File: config.mk
export PLATFORM = sky130hd
export DESIGN_NAME = ebusTop
export DESIGN_NICKNAME = d
export VERILOG_FILES = /design/src/ebusPkg.sv /design/src/ebusDecode.sv /design/src/aprUnit.sv /design/src/piUnit.sv /design/src/vmaUnit.sv /design/src/ebusMux.sv /design/src/ebusTop.sv
export SDC_FILE = /design/constraint.sdc
export NUM_CORES = 1
export LEC_CHECK = 0
export BUFFER_PORTS_ARGS = -buffer_cell sky130_fd_sc_hd__buf_2
export CORE_UTILIZATION = 55
export DETAILED_ROUTE_END_ITERATION = 7
export PLACE_DENSITY = 0.8
export SLEW_MARGIN = 10
export SYNTH_ARGS = -nofsm -noshare
export SYNTH_HDL_FRONTEND = slang
export SYNTH_SLANG_ARGS = --single-unit
File: constraint.sdc
create_clock -name clk -period 2.75 [get_ports clk]
set_input_delay 0.275 -clock clk [delete_from_list [all_inputs] [get_ports clk]]
set_output_delay 0.275 -clock clk [all_outputs]
set_load 0.02 [all_outputs]
File: src/ebusPkg.sv
`default_nettype none

package ebusPkg;

  // Word fields use KL10 numbering, bit 0 is the most significant
  typedef logic [0:35] ebusWord;
  typedef logic [13:35] vmaAdr;
  typedef logic [0:7] aprFlags;
  // Mask index is the interrupt level, level 1 has the highest priority
  typedef logic [1:7] piMask;

  // Codes and level numbers are plain binary values
  typedef logic [6:0] diagAdr;
  typedef logic [2:0] unitCode;
  typedef logic [3:0] funcCode;
  typedef logic [2:0] piLevelNum;

  // Unit codes in the upper three bits of a diagnostic address
  localparam unitCode unitApr = 3'd1;
  localparam unitCode unitPi = 3'd2;
  localparam unitCode unitVma = 3'd3;

  localparam funcCode aprRead = 4'd0;
  localparam funcCode aprSetFlags = 4'd1;
  localparam funcCode aprClrFlags = 4'd2;

  localparam funcCode piRead = 4'd0;
  localparam funcCode piWrEnable = 4'd1;
  localparam funcCode piSetReq = 4'd2;
  localparam funcCode piClrReq = 4'd3;

  localparam funcCode vmaRead = 4'd0;
  localparam funcCode vmaLoad = 4'd1;
  localparam funcCode vmaIncr = 4'd2;

  // Sticky error flags, bits 3 to 7 are left to software
  localparam int aprSbusErrBit = 0;
  localparam int aprNxmErrBit = 1;
  localparam int aprParErrBit = 2;

  typedef enum logic [1:0] {
    decIdle,
    decExec,
    decDrive,
    decAck
  } decState;

endpackage

`default_nettype wire

File: src/ebusDecode.sv
`timescale 1ns/1ps
`default_nettype none

module ebusDecode
  import ebusPkg::*;
(
  input wire clk,
  input wire rstN,
  input wire cyc,
  input wire stb,
  input wire we,
  input wire diagAdr adr,
  input wire ebusWord datIn,
  output logic ack,
  output logic aprSel,
  output logic piSel,
  output logic vmaSel,
  output logic funcStb,
  output ebusPkg::funcCode funcCode,
  output logic funcWrite,
  output ebusWord funcData,
  output logic capture
);

  decState state;
  decState stateNext;
  logic pending;
  logic accept;
  logic active;
  unitCode unitReg;

  // A console cycle is taken only from an idle bus with nothing latched yet
  assign accept = (state == decIdle) && !pending && cyc && stb;

  // The function and its data are held until the ack has gone out
  always_ff @(posedge clk) begin
    if (accept) begin
      unitReg <= adr[6:4];
      funcCode <= adr[3:0];
      funcWrite <= we;
      funcData <= datIn;
    end
  end

  // The pending flag covers the cycle between acceptance and decExec
  always_ff @(posedge clk) begin
    if (!rstN) begin
      state <= decIdle;
      pending <= 1'b0;
    end else begin
      state <= stateNext;
      pending <= accept;
    end
  end

  always_comb begin
    stateNext = state;
    case (state)
      decIdle: begin
        if (pending) begin
          stateNext = decExec;
        end
      end
      decExec: stateNext = decDrive;
      decDrive: stateNext = decAck;
      decAck: stateNext = decIdle;
      default: stateNext = decIdle;
    endcase
  end

  assign active = (state != decIdle);

  // Unknown unit codes leave every select low, so nothing acts or drives
  assign aprSel = active && (unitReg == unitApr);
  assign piSel = active && (unitReg == unitPi);
  assign vmaSel = active && (unitReg == unitVma);

  assign funcStb = (state == decExec);
  assign capture = (state == decDrive);
  assign ack = (state == decAck);

endmodule

`default_nettype wire

File: src/aprUnit.sv
`timescale 1ns/1ps
`default_nettype none

module aprUnit
  import ebusPkg::*;
(
  input wire clk,
  input wire rstN,
  input wire sel,
  input wire funcStb,
  input wire ebusPkg::funcCode funcCode,
  input wire funcWrite,
  input wire ebusWord funcData,
  input wire sbusErr,
  input wire nxmErr,
  input wire parErr,
  output logic driving,
  output ebusWord data
);

  aprFlags flags;
  aprFlags flagsNext;
  aprFlags dataFlags;

  // Flag bit 0 lines up with word bit 28
  assign dataFlags = funcData[28:35];

  always_comb begin
    flagsNext = flags;
    if (sel && funcStb && funcWrite) begin
      case (funcCode)
        aprSetFlags: flagsNext = flags | dataFlags;
        aprClrFlags: flagsNext = flags & ~dataFlags;
        default: flagsNext = flags;
      endcase
    end
    // Error inputs are applied last so they win over a clear
    if (sbusErr) begin
      flagsNext[aprSbusErrBit] = 1'b1;
    end
    if (nxmErr) begin
      flagsNext[aprNxmErrBit] = 1'b1;
    end
    if (parErr) begin
      flagsNext[aprParErrBit] = 1'b1;
    end
  end

  always_ff @(posedge clk) begin
    if (!rstN) begin
      flags <= '0;
    end else begin
      flags <= flagsNext;
    end
  end

  assign driving = sel && !funcWrite && (funcCode == aprRead);
  assign data = {28'b0, flags};

endmodule

`default_nettype wire

File: src/piUnit.sv
`timescale 1ns/1ps
`default_nettype none

module piUnit
  import ebusPkg::*;
(
  input wire clk,
  input wire rstN,
  input wire sel,
  input wire funcStb,
  input wire ebusPkg::funcCode funcCode,
  input wire funcWrite,
  input wire ebusWord funcData,
  input wire piMask piReq,
  output logic driving,
  output ebusWord data,
  output piLevelNum piLevel
);

  piMask reqMask;
  piMask reqNext;
  piMask enMask;
  piMask dataMask;
  piMask activeMask;
  logic doWrite;

  // Level 1 sits at word bit 29, level 7 at bit 35
  assign dataMask = funcData[29:35];
  assign doWrite = sel && funcStb && funcWrite;

  always_comb begin
    reqNext = reqMask;
    if (doWrite && (funcCode == piSetReq)) begin
      reqNext = reqMask | dataMask;
    end else if (doWrite && (funcCode == piClrReq)) begin
      reqNext = reqMask & ~dataMask;
    end
    // Hardware requests override a clear in the same cycle
    reqNext = reqNext | piReq;
  end

  always_ff @(posedge clk) begin
    if (!rstN) begin
      reqMask <= '0;
      enMask <= '1;
    end else begin
      reqMask <= reqNext;
      if (doWrite && (funcCode == piWrEnable)) begin
        enMask <= dataMask;
      end
    end
  end

  assign activeMask = reqMask & enMask;

  // Scan from the lowest priority up so the highest active level is left
  always_comb begin
    piLevel = '0;
    for (int k = 7; k >= 1; k--) begin
      if (activeMask[k]) begin
        piLevel = piLevelNum'(k);
      end
    end
  end

  assign driving = sel && !funcWrite && (funcCode == piRead);

  always_comb begin
    data = '0;
    data[19:21] = piLevel;
    data[22:28] = enMask;
    data[29:35] = reqMask;
  end

endmodule

`default_nettype wire

File: src/vmaUnit.sv
`timescale 1ns/1ps
`default_nettype none

module vmaUnit
  import ebusPkg::*;
(
  input wire clk,
  input wire rstN,
  input wire sel,
  input wire funcStb,
  input wire ebusPkg::funcCode funcCode,
  input wire funcWrite,
  input wire ebusWord funcData,
  output logic driving,
  output ebusWord data
);

  vmaAdr vma;
  logic doWrite;

  assign doWrite = sel && funcStb && funcWrite;

  // The increment wraps naturally in the 23-bit register
  always_ff @(posedge clk) begin
    if (!rstN) begin
      vma <= '0;
    end else if (doWrite && (funcCode == vmaLoad)) begin
      vma <= funcData[13:35];
    end else if (doWrite && (funcCode == vmaIncr)) begin
      vma <= vma + 23'd1;
    end
  end

  assign driving = sel && !funcWrite && (funcCode == vmaRead);
  assign data = {13'b0, vma};

endmodule

`default_nettype wire

File: src/ebusMux.sv
`timescale 1ns/1ps
`default_nettype none

module ebusMux
  import ebusPkg::*;
(
  input wire clk,
  input wire rstN,
  input wire capture,
  input wire aprDriving,
  input wire ebusWord aprData,
  input wire piDriving,
  input wire ebusWord piData,
  input wire vmaDriving,
  input wire ebusWord vmaData,
  output ebusWord datOut
);

  ebusWord ebus;

  // Fixed priority, the first unit that drives owns the bus
  always_comb begin
    if (aprDriving) ebus = aprData;
    else if (piDriving) ebus = piData;
    else if (vmaDriving) ebus = vmaData;
    else ebus = '0;
  end

  // Console read data holds its value between captures
  always_ff @(posedge clk) begin
    if (!rstN) begin
      datOut <= '0;
    end else if (capture) begin
      datOut <= ebus;
    end
  end

endmodule

`default_nettype wire

File: src/ebusTop.sv
`timescale 1ns/1ps
`default_nettype none

module ebusTop
  import ebusPkg::*;
(
  input wire clk,
  input wire rstN,
  input wire cyc,
  input wire stb,
  input wire we,
  input wire diagAdr adr,
  input wire ebusWord datIn,
  input wire sbusErr,
  input wire nxmErr,
  input wire parErr,
  input wire piMask piReq,
  output logic ack,
  output ebusWord datOut,
  output piLevelNum piLevel
);

  logic aprSel;
  logic piSel;
  logic vmaSel;
  logic funcStb;
  ebusPkg::funcCode funcCode;
  logic funcWrite;
  ebusWord funcData;
  logic capture;

  // Each unit owns its own driver onto the EBUS
  logic aprDriving;
  ebusWord aprData;
  logic piDriving;
  ebusWord piData;
  logic vmaDriving;
  ebusWord vmaData;

  ebusDecode ebusDecode_inst (
    .clk(clk),
    .rstN(rstN),
    .cyc(cyc),
    .stb(stb),
    .we(we),
    .adr(adr),
    .datIn(datIn),
    .ack(ack),
    .aprSel(aprSel),
    .piSel(piSel),
    .vmaSel(vmaSel),
    .funcStb(funcStb),
    .funcCode(funcCode),
    .funcWrite(funcWrite),
    .funcData(funcData),
    .capture(capture)
  );

  aprUnit aprUnit_inst (
    .clk(clk),
    .rstN(rstN),
    .sel(aprSel),
    .funcStb(funcStb),
    .funcCode(funcCode),
    .funcWrite(funcWrite),
    .funcData(funcData),
    .sbusErr(sbusErr),
    .nxmErr(nxmErr),
    .parErr(parErr),
    .driving(aprDriving),
    .data(aprData)
  );

  piUnit piUnit_inst (
    .clk(clk),
    .rstN(rstN),
    .sel(piSel),
    .funcStb(funcStb),
    .funcCode(funcCode),
    .funcWrite(funcWrite),
    .funcData(funcData),
    .piReq(piReq),
    .driving(piDriving),
    .data(piData),
    .piLevel(piLevel)
  );

  vmaUnit vmaUnit_inst (
    .clk(clk),
    .rstN(rstN),
    .sel(vmaSel),
    .funcStb(funcStb),
    .funcCode(funcCode),
    .funcWrite(funcWrite),
    .funcData(funcData),
    .driving(vmaDriving),
    .data(vmaData)
  );

  ebusMux ebusMux_inst (
    .clk(clk),
    .rstN(rstN),
    .capture(capture),
    .aprDriving(aprDriving),
    .aprData(aprData),
    .piDriving(piDriving),
    .piData(piData),
    .vmaDriving(vmaDriving),
    .vmaData(vmaData),
    .datOut(datOut)
  );

endmodule

`default_nettype wire

==> out/qor.tcl, run 1 <==
set qor(initial_utilization_pct) 57.2
set qor(number_of_placement_rows) 33
set qor(internal_power_uw) 2250
set qor(async_reset_ff_share_pct) 0
set qor(die_area_mm2) 0.00901
set qor(fin_crit_sh_pct) 89.3
set qor(netlist_area_mm2) 0.00475
set qor(grt.total_usage_pct) 27.6
set qor(clkSinkCount) 102
set qor(fin_area_mm2) 0.00533
set qor(dp_slack_ps) 424
set qor(residual_drc) 0
set qor(core-area_mm2) 0.00830
set qor(synth_cell_type_count) 63
set qor(drtAntennaViolNets) 0
set qor(unrepaired_setup_endpoints_after_global_routing) {false}
set qor(hpwl_um) 8620
set qor(fin_ws_ps) 294
set qor(worst-path-buf-inv) 1
set qor(multi_input_comb_area_mm2) 0.00214
set qor(antennaDiodeCount) 0
set qor(post-cts-setup-buffers) 0
set qor(synth_enable_flop_cells) 31
set qor(floorplan.io_pins) 98
set qor(pwr-share-clk_pct) 29.1
set qor(setup_violations) 0
set qor(hold_viol) 0
set qor(yosys_most_used_dff) {dfxtp_1}
set qor(layout_common_cells) {dfxtp_1 (71), buf_2 (71), a21oi_1 (51)}
set qor(number_of_antenna_violations_at_the_first_check_in_global_routing) 0
set qor(timing.fmax_mhz) 407
set qor(dpl-instance-area_mm2) 0.00514
set qor(end_kind) {flop}
set qor(cpLargestDelayFamily) {simple AND/OR/NAND/NOR gates}
set qor(mean_number_of_vias_per_cell) 6.33
set qor(share_seq_of_total_power_pct) 56.2
set qor(yosys_register_bits) 102
set qor(status) {finished, final reports clean}
set qor(worst_setup_path_start_kind) {flop}
set qor(grt_pass1_vias) 3850
set qor(sw_share_pct) 28.6
set qor(finalWorstPathRequiredPeriod_ps) 2460
set qor(synth_warnings) 0
set qor(post_cts_resize_count) 0
set qor(path_class) {reg -> reg}
set qor(clkTransAtPathRegs_ps) 100
set qor(vias) 4286
set qor(setup_total_negative_slack_ps) 0
set qor(clk_path_buf_depth) 2
set qor(grt_first_pass_wirelength_um) 18600
set qor(crit_path_cell_trace) {inv_1, ha_1, or4_4, nor3_4, nand3_1, nor2_1, a211oi_1}
set qor(routed_wire_length_per_instance_um) 17.9
set qor(area_growth_pct) 12.2
set qor(clock_tree.root_cell) {clkbuf_8}
set qor(slew_violations) 0
set qor(p_comb_share_pct) 14.8
set qor(cts_hold_buf) 0
set qor(critPathArrivalTime_ps) 2710
set qor(die_w_um) 94.9
set qor(detailed_route_iter0_violations) 427
set qor(total_power_consumption_uw) 3150
set qor(h_tree_levels) 3
set qor(pwr_cell_area_mw_per_mm2) 591
set qor(layout-drive-gt1-share_pct) 18.9
set qor(clkLatencyLatePin_ps) 370
set qor(cts_tree) {done}
set qor(max_incr_delay_on_cp_ps) 490
set qor(hp-class) {in -> reg}
set qor(final_net_count) 630
set qor(synthesis.instances) 505
set qor(max-vdd-ir-drop_mv) 0.386
set qor(skew_ps) 11.0
set qor(maxSlewHeadroom_pct) 58.8
set qor(worst_hold_slack_ps) 69.2
set qor(critPathSlowestCell) {or4_4}
set qor(synth_sequential_area_ratio_pct) 49.6
set qor(drtPass1Iterations) 6
set qor(netSwitchingPower_uw) 900
set qor(avg_synthesized_cell_area_um2) 9.40
set qor(max_cap_viol_count) 0
set qor(worst-path-max-fanout) 10
set qor(count_of_port_buffers_added_during_placement) 71
set qor(cp_data_required_time_ps) 3000
set qor(gp_congestion) 0.959
set qor(cts_inserted_buffers) 9
set qor(p_leak_uw) 0.00198
set qor(fillCellCount) 687
set qor(grt_max_degree) 28
set qor(register_area_mm2) 0.00235
set qor(wirelength_um) 12100
set qor(overflow) 0
set qor(fp.dieH_um) 94.9
set qor(worst-slew-pin-transition_ps) 613
## per-stage QoR
step           util (%)  std cells
6_report           64.2        677
5_1_grt            64.2        677
4_1_cts            64.2        677
3_5_place_dp       61.9        661
3_3_place_gp       61.9        661
2_1_floorplan         -        517
## cell families (layout without fill, tap and decap cells)
logic type | Yosys count | after routing | synth area share [%]
compound gates | 175 | 175 | 23.3
xor+xnor | 4 | 4 | 0.738
fa+ha+maj | 5 | 5 | 1.32
buf+inv | 61 | 116 | 6.35
flops | 102 | 102 | 49.6
mux | 1 | 1 | 0.211
other cells | 1 | 13 | 0.0790
simple gates | 156 | 156 | 18.4
## layer usage
layer  share of wire [%]  vias up  global-route usage (%)  routed length [µm]
met5                   0        -                       0                   0
met4                 1.7        0                    11.4                 201
met3                 8.9       30                    6.44                1080
met2                  48      252                    44.6                5840
met1                  41     2021                    35.4                4990
li1                    -     1983                       -                   -
## power groups by stage
stage / registers, µW / clock network (µW) / logic (µW)
2_1_floorplan: 1790 / 0 / 319
3_3_place_gp: 1800 / 0 / 441
3_5_place_dp: 1800 / 0 / 462
4_1_cts: 1770 / 923 / 465
5_1_grt: 1780 / 984 / 510
6_report: 1770 / 915 / 465
## Yosys cell counts, types with 3 or more instances
| cell | count | area, µm² |
|---|---|---|
| dfxtp_1 | 71 | 1420 |
| a21oi_1 | 51 | 255 |
| nand2_1 | 44 | 165 |
| nor2_1 | 33 | 124 |
| o21ai_0 | 32 | 160 |
| edfxtp_1 | 31 | 931 |
| nand3_1 | 23 | 115 |
| clkbuf_1 | 20 | 75.1 |
| inv_1 | 18 | 67.6 |
| a211oi_1 | 17 | 128 |
| buf_4 | 16 | 120 |
| a22oi_1 | 12 | 90.1 |
| o21ai_1 | 12 | 60.1 |
| a311oi_1 | 9 | 78.8 |
| nand2b_1 | 8 | 50.1 |
| nand4_1 | 8 | 50.1 |
| o211ai_1 | 8 | 60.1 |
| a31oi_1 | 7 | 43.8 |
| nor3_1 | 7 | 35.0 |
| and3_1 | 6 | 37.5 |
| a221oi_1 | 5 | 43.8 |
| ha_1 | 5 | 62.6 |
| and4_1 | 4 | 35.0 |
| buf_2 | 4 | 20.0 |
| o221ai_1 | 4 | 35.0 |
| nor4_4 | 3 | 63.8 |
## sequential cells by signal, summed over array words and instances (netlist names), named ones only
| name | count |
|---|---|
| aprUnit_inst.flags | 3 |
| ebusDecode_inst.funcCode | 4 |
| ebusDecode_inst.funcData | 23 |
| ebusDecode_inst.funcWrite | 1 |
| ebusDecode_inst.pending | 1 |
| ebusDecode_inst.state | 2 |
| ebusDecode_inst.unitReg | 3 |
| ebusMux_inst.datOut | 23 |
| piUnit_inst.enMask | 7 |
| piUnit_inst.reqMask | 7 |
| vmaUnit_inst.vma | 23 |
## worst register-to-register path, stage by stage (launching register included)
cell	delay, ps
dfxtp_1	390
inv_1	80
ha_1	260
or4_4	490
nor3_4	370
nand3_1	410
nor2_1	250
a211oi_1	80
## final timing paths
check	from	endpoint	slack [ps]	depth (start not counted)
worst max-delay path	ebusDecode_inst.state[0]	ebusMux_inst.datOut[7]	290	7
worst min-delay path	datIn[14]	ebusDecode_inst.funcData[14]	70	1
worst max register to register	ebusDecode_inst.state[0]	ebusMux_inst.datOut[7]	290	7
worst min register to register	ebusMux_inst.datOut[14]	ebusMux_inst.datOut[14]	460	2
## area by class of cell
cell class                 count  share of cell area, %
multi-input combinational    354                   40.2
clock buffer                  14                   3.27
clock inverter                 2                  0.258
timing repair buffer          81                   8.32
tap                          105                   2.47
sequential                   102                   44.2
inverter                      19                   1.34
(Power assumes the default switching activity.)
==> run 2, diff against run 1 <==
Settings changed: CAP_MARGIN set to 20, CORE_UTILIZATION 55 to 49, PLACE_DENSITY 0.8 to 0.75, RECOVER_POWER set to 50.
Clock period 2.75 ns to 2.25 ns, I/O delays scaled along.
==> run 2 against run 1 <==
Against the previous run: non-clock buffer count grew 17; first-iteration DRC count down 28%; clock power is 38% higher; routed wire length up 3.3%; final cell count is 6.1% higher; power up 27%; clock skew up 1.8 ps; critical endpoint is now ebusMux_inst.datOut[15]; largest cell class unchanged; highest routed layer unchanged.
==> out/qor.tcl, run 2 (synthesized netlist as in run 1, its figures left out) <==
set qor(status) {finished, final reports clean}
set qor(max_cap_viol_count) 0 ;# unchanged
set qor(clkSinkCount) 102 ;# unchanged
set qor(fin_area_mm2) 0.00547 ;# +2.7%
set qor(total_power_consumption_uw) 4000 ;# +27%
set qor(clk_path_buf_depth) 2 ;# unchanged
set qor(max-vdd-ir-drop_mv) 0.427 ;# +11%
set qor(h_tree_levels) 3 ;# unchanged
set qor(die_w_um) 100 ;# +5.8%
set qor(layout_common_cells) {dfxtp_1 (71), a21oi_1 (51), buf_2 (46)}
set qor(clkTransAtPathRegs_ps) 100 ;# about the same
set qor(hold_viol) 0 ;# unchanged
set qor(end_kind) {flop}
set qor(fin_ws_ps) 79.1 ;# -215 ps
set qor(floorplan.io_pins) 98 ;# unchanged
set qor(gp_congestion) 0.913 ;# -4.8%
set qor(dp_slack_ps) 34.0 ;# -390 ps
set qor(fp.dieH_um) 100 ;# +5.8%
set qor(rr_startpoint) {ebusDecode_inst.state[0]}
set qor(initial_utilization_pct) 50.9 ;# -6.3 points
set qor(grt_pass1_vias) 3928 ;# +2.0%
set qor(hp-class) {in -> reg}
set qor(skew_ps) 12.8 ;# +1.82 ps
set qor(overflow) 0 ;# unchanged
set qor(drtAntennaViolNets) 0 ;# unchanged
set qor(p_leak_uw) 0.00197 ;# -0.35%
set qor(grt_first_pass_wirelength_um) 19500 ;# +4.5%
set qor(detailed_route_iter0_violations) 307 ;# -28%
set qor(final_common_cell) {dfxtp_1}
set qor(maxSlewHeadroom_pct) 59.8 ;# +0.96 points
set qor(holdPathStages) 1 ;# unchanged
set qor(cts_inserted_buffers) 9 ;# unchanged
set qor(setup.reg_to_reg.worst_slack_ps) 80 ;# -210 ps
set qor(core-area_mm2) 0.00933 ;# +12%
set qor(clock_tree.root_cell) {clkbuf_8}
set qor(hpwl_um) 9070 ;# +5.2%
set qor(timing.fmax_mhz) 461 ;# +13%
set qor(wirelength_um) 12500 ;# +3.3%
set qor(routed_wire_length_per_instance_um) 17.4 ;# -2.6%
set qor(number_of_placement_rows) 35 ;# +6.1%
set qor(cts_tree) {done}
set qor(hold_crit_endpoint) {ebusDecode_inst.funcData[6]}
set qor(grt.total_usage_pct) 25.1 ;# -2.5 points
set qor(die_area_mm2) 0.0101 ;# +12%
set qor(residual_drc) 0 ;# unchanged
set qor(cp_data_required_time_ps) 2500 ;# -500 ps
set qor(dpl-instance-area_mm2) 0.00528 ;# +2.7%
set qor(clkLatencyLatePin_ps) 370 ;# about the same
set qor(grt_max_degree) 28 ;# unchanged
set qor(pwr_cell_area_mw_per_mm2) 731 ;# +24%
set qor(final_net_count) 647 ;# +2.7%
set qor(path_class) {reg -> reg}
set qor(worst_reg_to_reg_cells) 7 ;# unchanged
set qor(drtPass1Iterations) 5 ;# -1
set qor(layout-drive-gt1-share_pct) 17.5 ;# -1.4 points
set qor(count_of_port_buffers_added_during_placement) 71 ;# unchanged
set qor(critPathArrivalTime_ps) 2430 ;# -280 ps
set qor(antennaDiodeCount) 0 ;# unchanged
set qor(vias) 4216 ;# -1.6%
set qor(fin_crit_sh_pct) 96.5 ;# +7.2 points
set qor(setup_violations) 0 ;# unchanged
set qor(mean_number_of_vias_per_cell) 5.87 ;# -7.3%
set qor(number_of_antenna_violations_at_the_first_check_in_global_routing) 0 ;# unchanged
set qor(top_regs) {ebusDecode_inst.funcData x23, ebusMux_inst.datOut x23, vmaUnit_inst.vma x23}
set qor(worst-slew-pin-transition_ps) 603 ;# -9.82 ps
set qor(crit_start) {ebusDecode_inst.state[0]}
set qor(area_growth_pct) 15.3
set qor(worst-path-max-fanout) 9 ;# -1
set qor(slew_violations) 0 ;# unchanged
set qor(critical_hold_path_startpoint) {datIn[6]}
set qor(worst_setup_path_start_kind) {flop}
set qor(setup_total_negative_slack_ps) 0 ;# unchanged
set qor(r2r_end) {ebusMux_inst.datOut[15]}
set qor(finalWorstPathRequiredPeriod_ps) 2170 ;# -285 ps
==> run 2: cell types whose count changed in the layout (fill, tap and decap cells not counted), sizes merged <==
| cell | delta |
|---|---|
| buf | -10 |
| bufinv | +1 |
| clkbuf | +25 |
| clkinv | +2 |
| clkinvlp | -1 |
==> run 2: per-stage QoR <==
step / hold slack, ps / cells / util [%]
after global routing: 11.8 / 718 / 58.7
after global placement: 402 / 701 / 56.6
after detailed placement: 403 / 701 / 56.6
final: 18.8 / 718 / 58.7
after floorplan: 324 / 517 / -
after CTS: 15.4 / 717 / 58.9
==> run 2: worst max-delay path, cell delays in order, from the launching register on <==
cell and delay, ps:
dfxtp_1 400, inv_1 90, ha_1 270, or4_4 490, nor3_4 220, nand2_1 130, nand3_1 320, o21ai_1 130
==> run 2: layer usage <==
layer / wire length, µm / track usage, %
met4: 293 / 11.4
met3: 892 / 4.39
met1: 5500 / 33.4
met2: 5830 / 40.0
met5: 0 / 0
==> run 2: worst max-delay path by stage <==
stage / depth (start not counted) / end
floorplan: 4 / ebusDecode_inst.funcCode[0]
global placement: 7 / ebusMux_inst.datOut[0]
detailed placement: 7 / piUnit_inst.reqMask[0]
CTS: 7 / piUnit_inst.reqMask[0]
global route: 7 / ebusMux_inst.datOut[9]
finish: 7 / ebusMux_inst.datOut[15]
==> run 2: power breakdown <==
part / internal [µW] / switching, µW / total [µW]
registers: 2040 / 101 / 2140
clock network: 611 / 650 / 1260
logic: 203 / 393 / 595
total: 2860 / 1140 / 4000
==> run 2: final cells by class <==
class | count | area [µm²]
clock buffers | 12 | 165
clock inverters | 4 | 52.6
fillers | 868 | 3850
inverters | 19 | 71.3
multi-input cells | 354 | 2150
flip-flops and latches | 102 | 2350
well taps | 129 | 161
repair buffers | 98 | 524
==> run 2: timing repair <==
item | in CTS | in global routing
buffers inserted | 0 | 1
gates resized for setup | 0 | 3
endpoints found under the setup margin | 0 | 18
hold buffers | 0 | 0
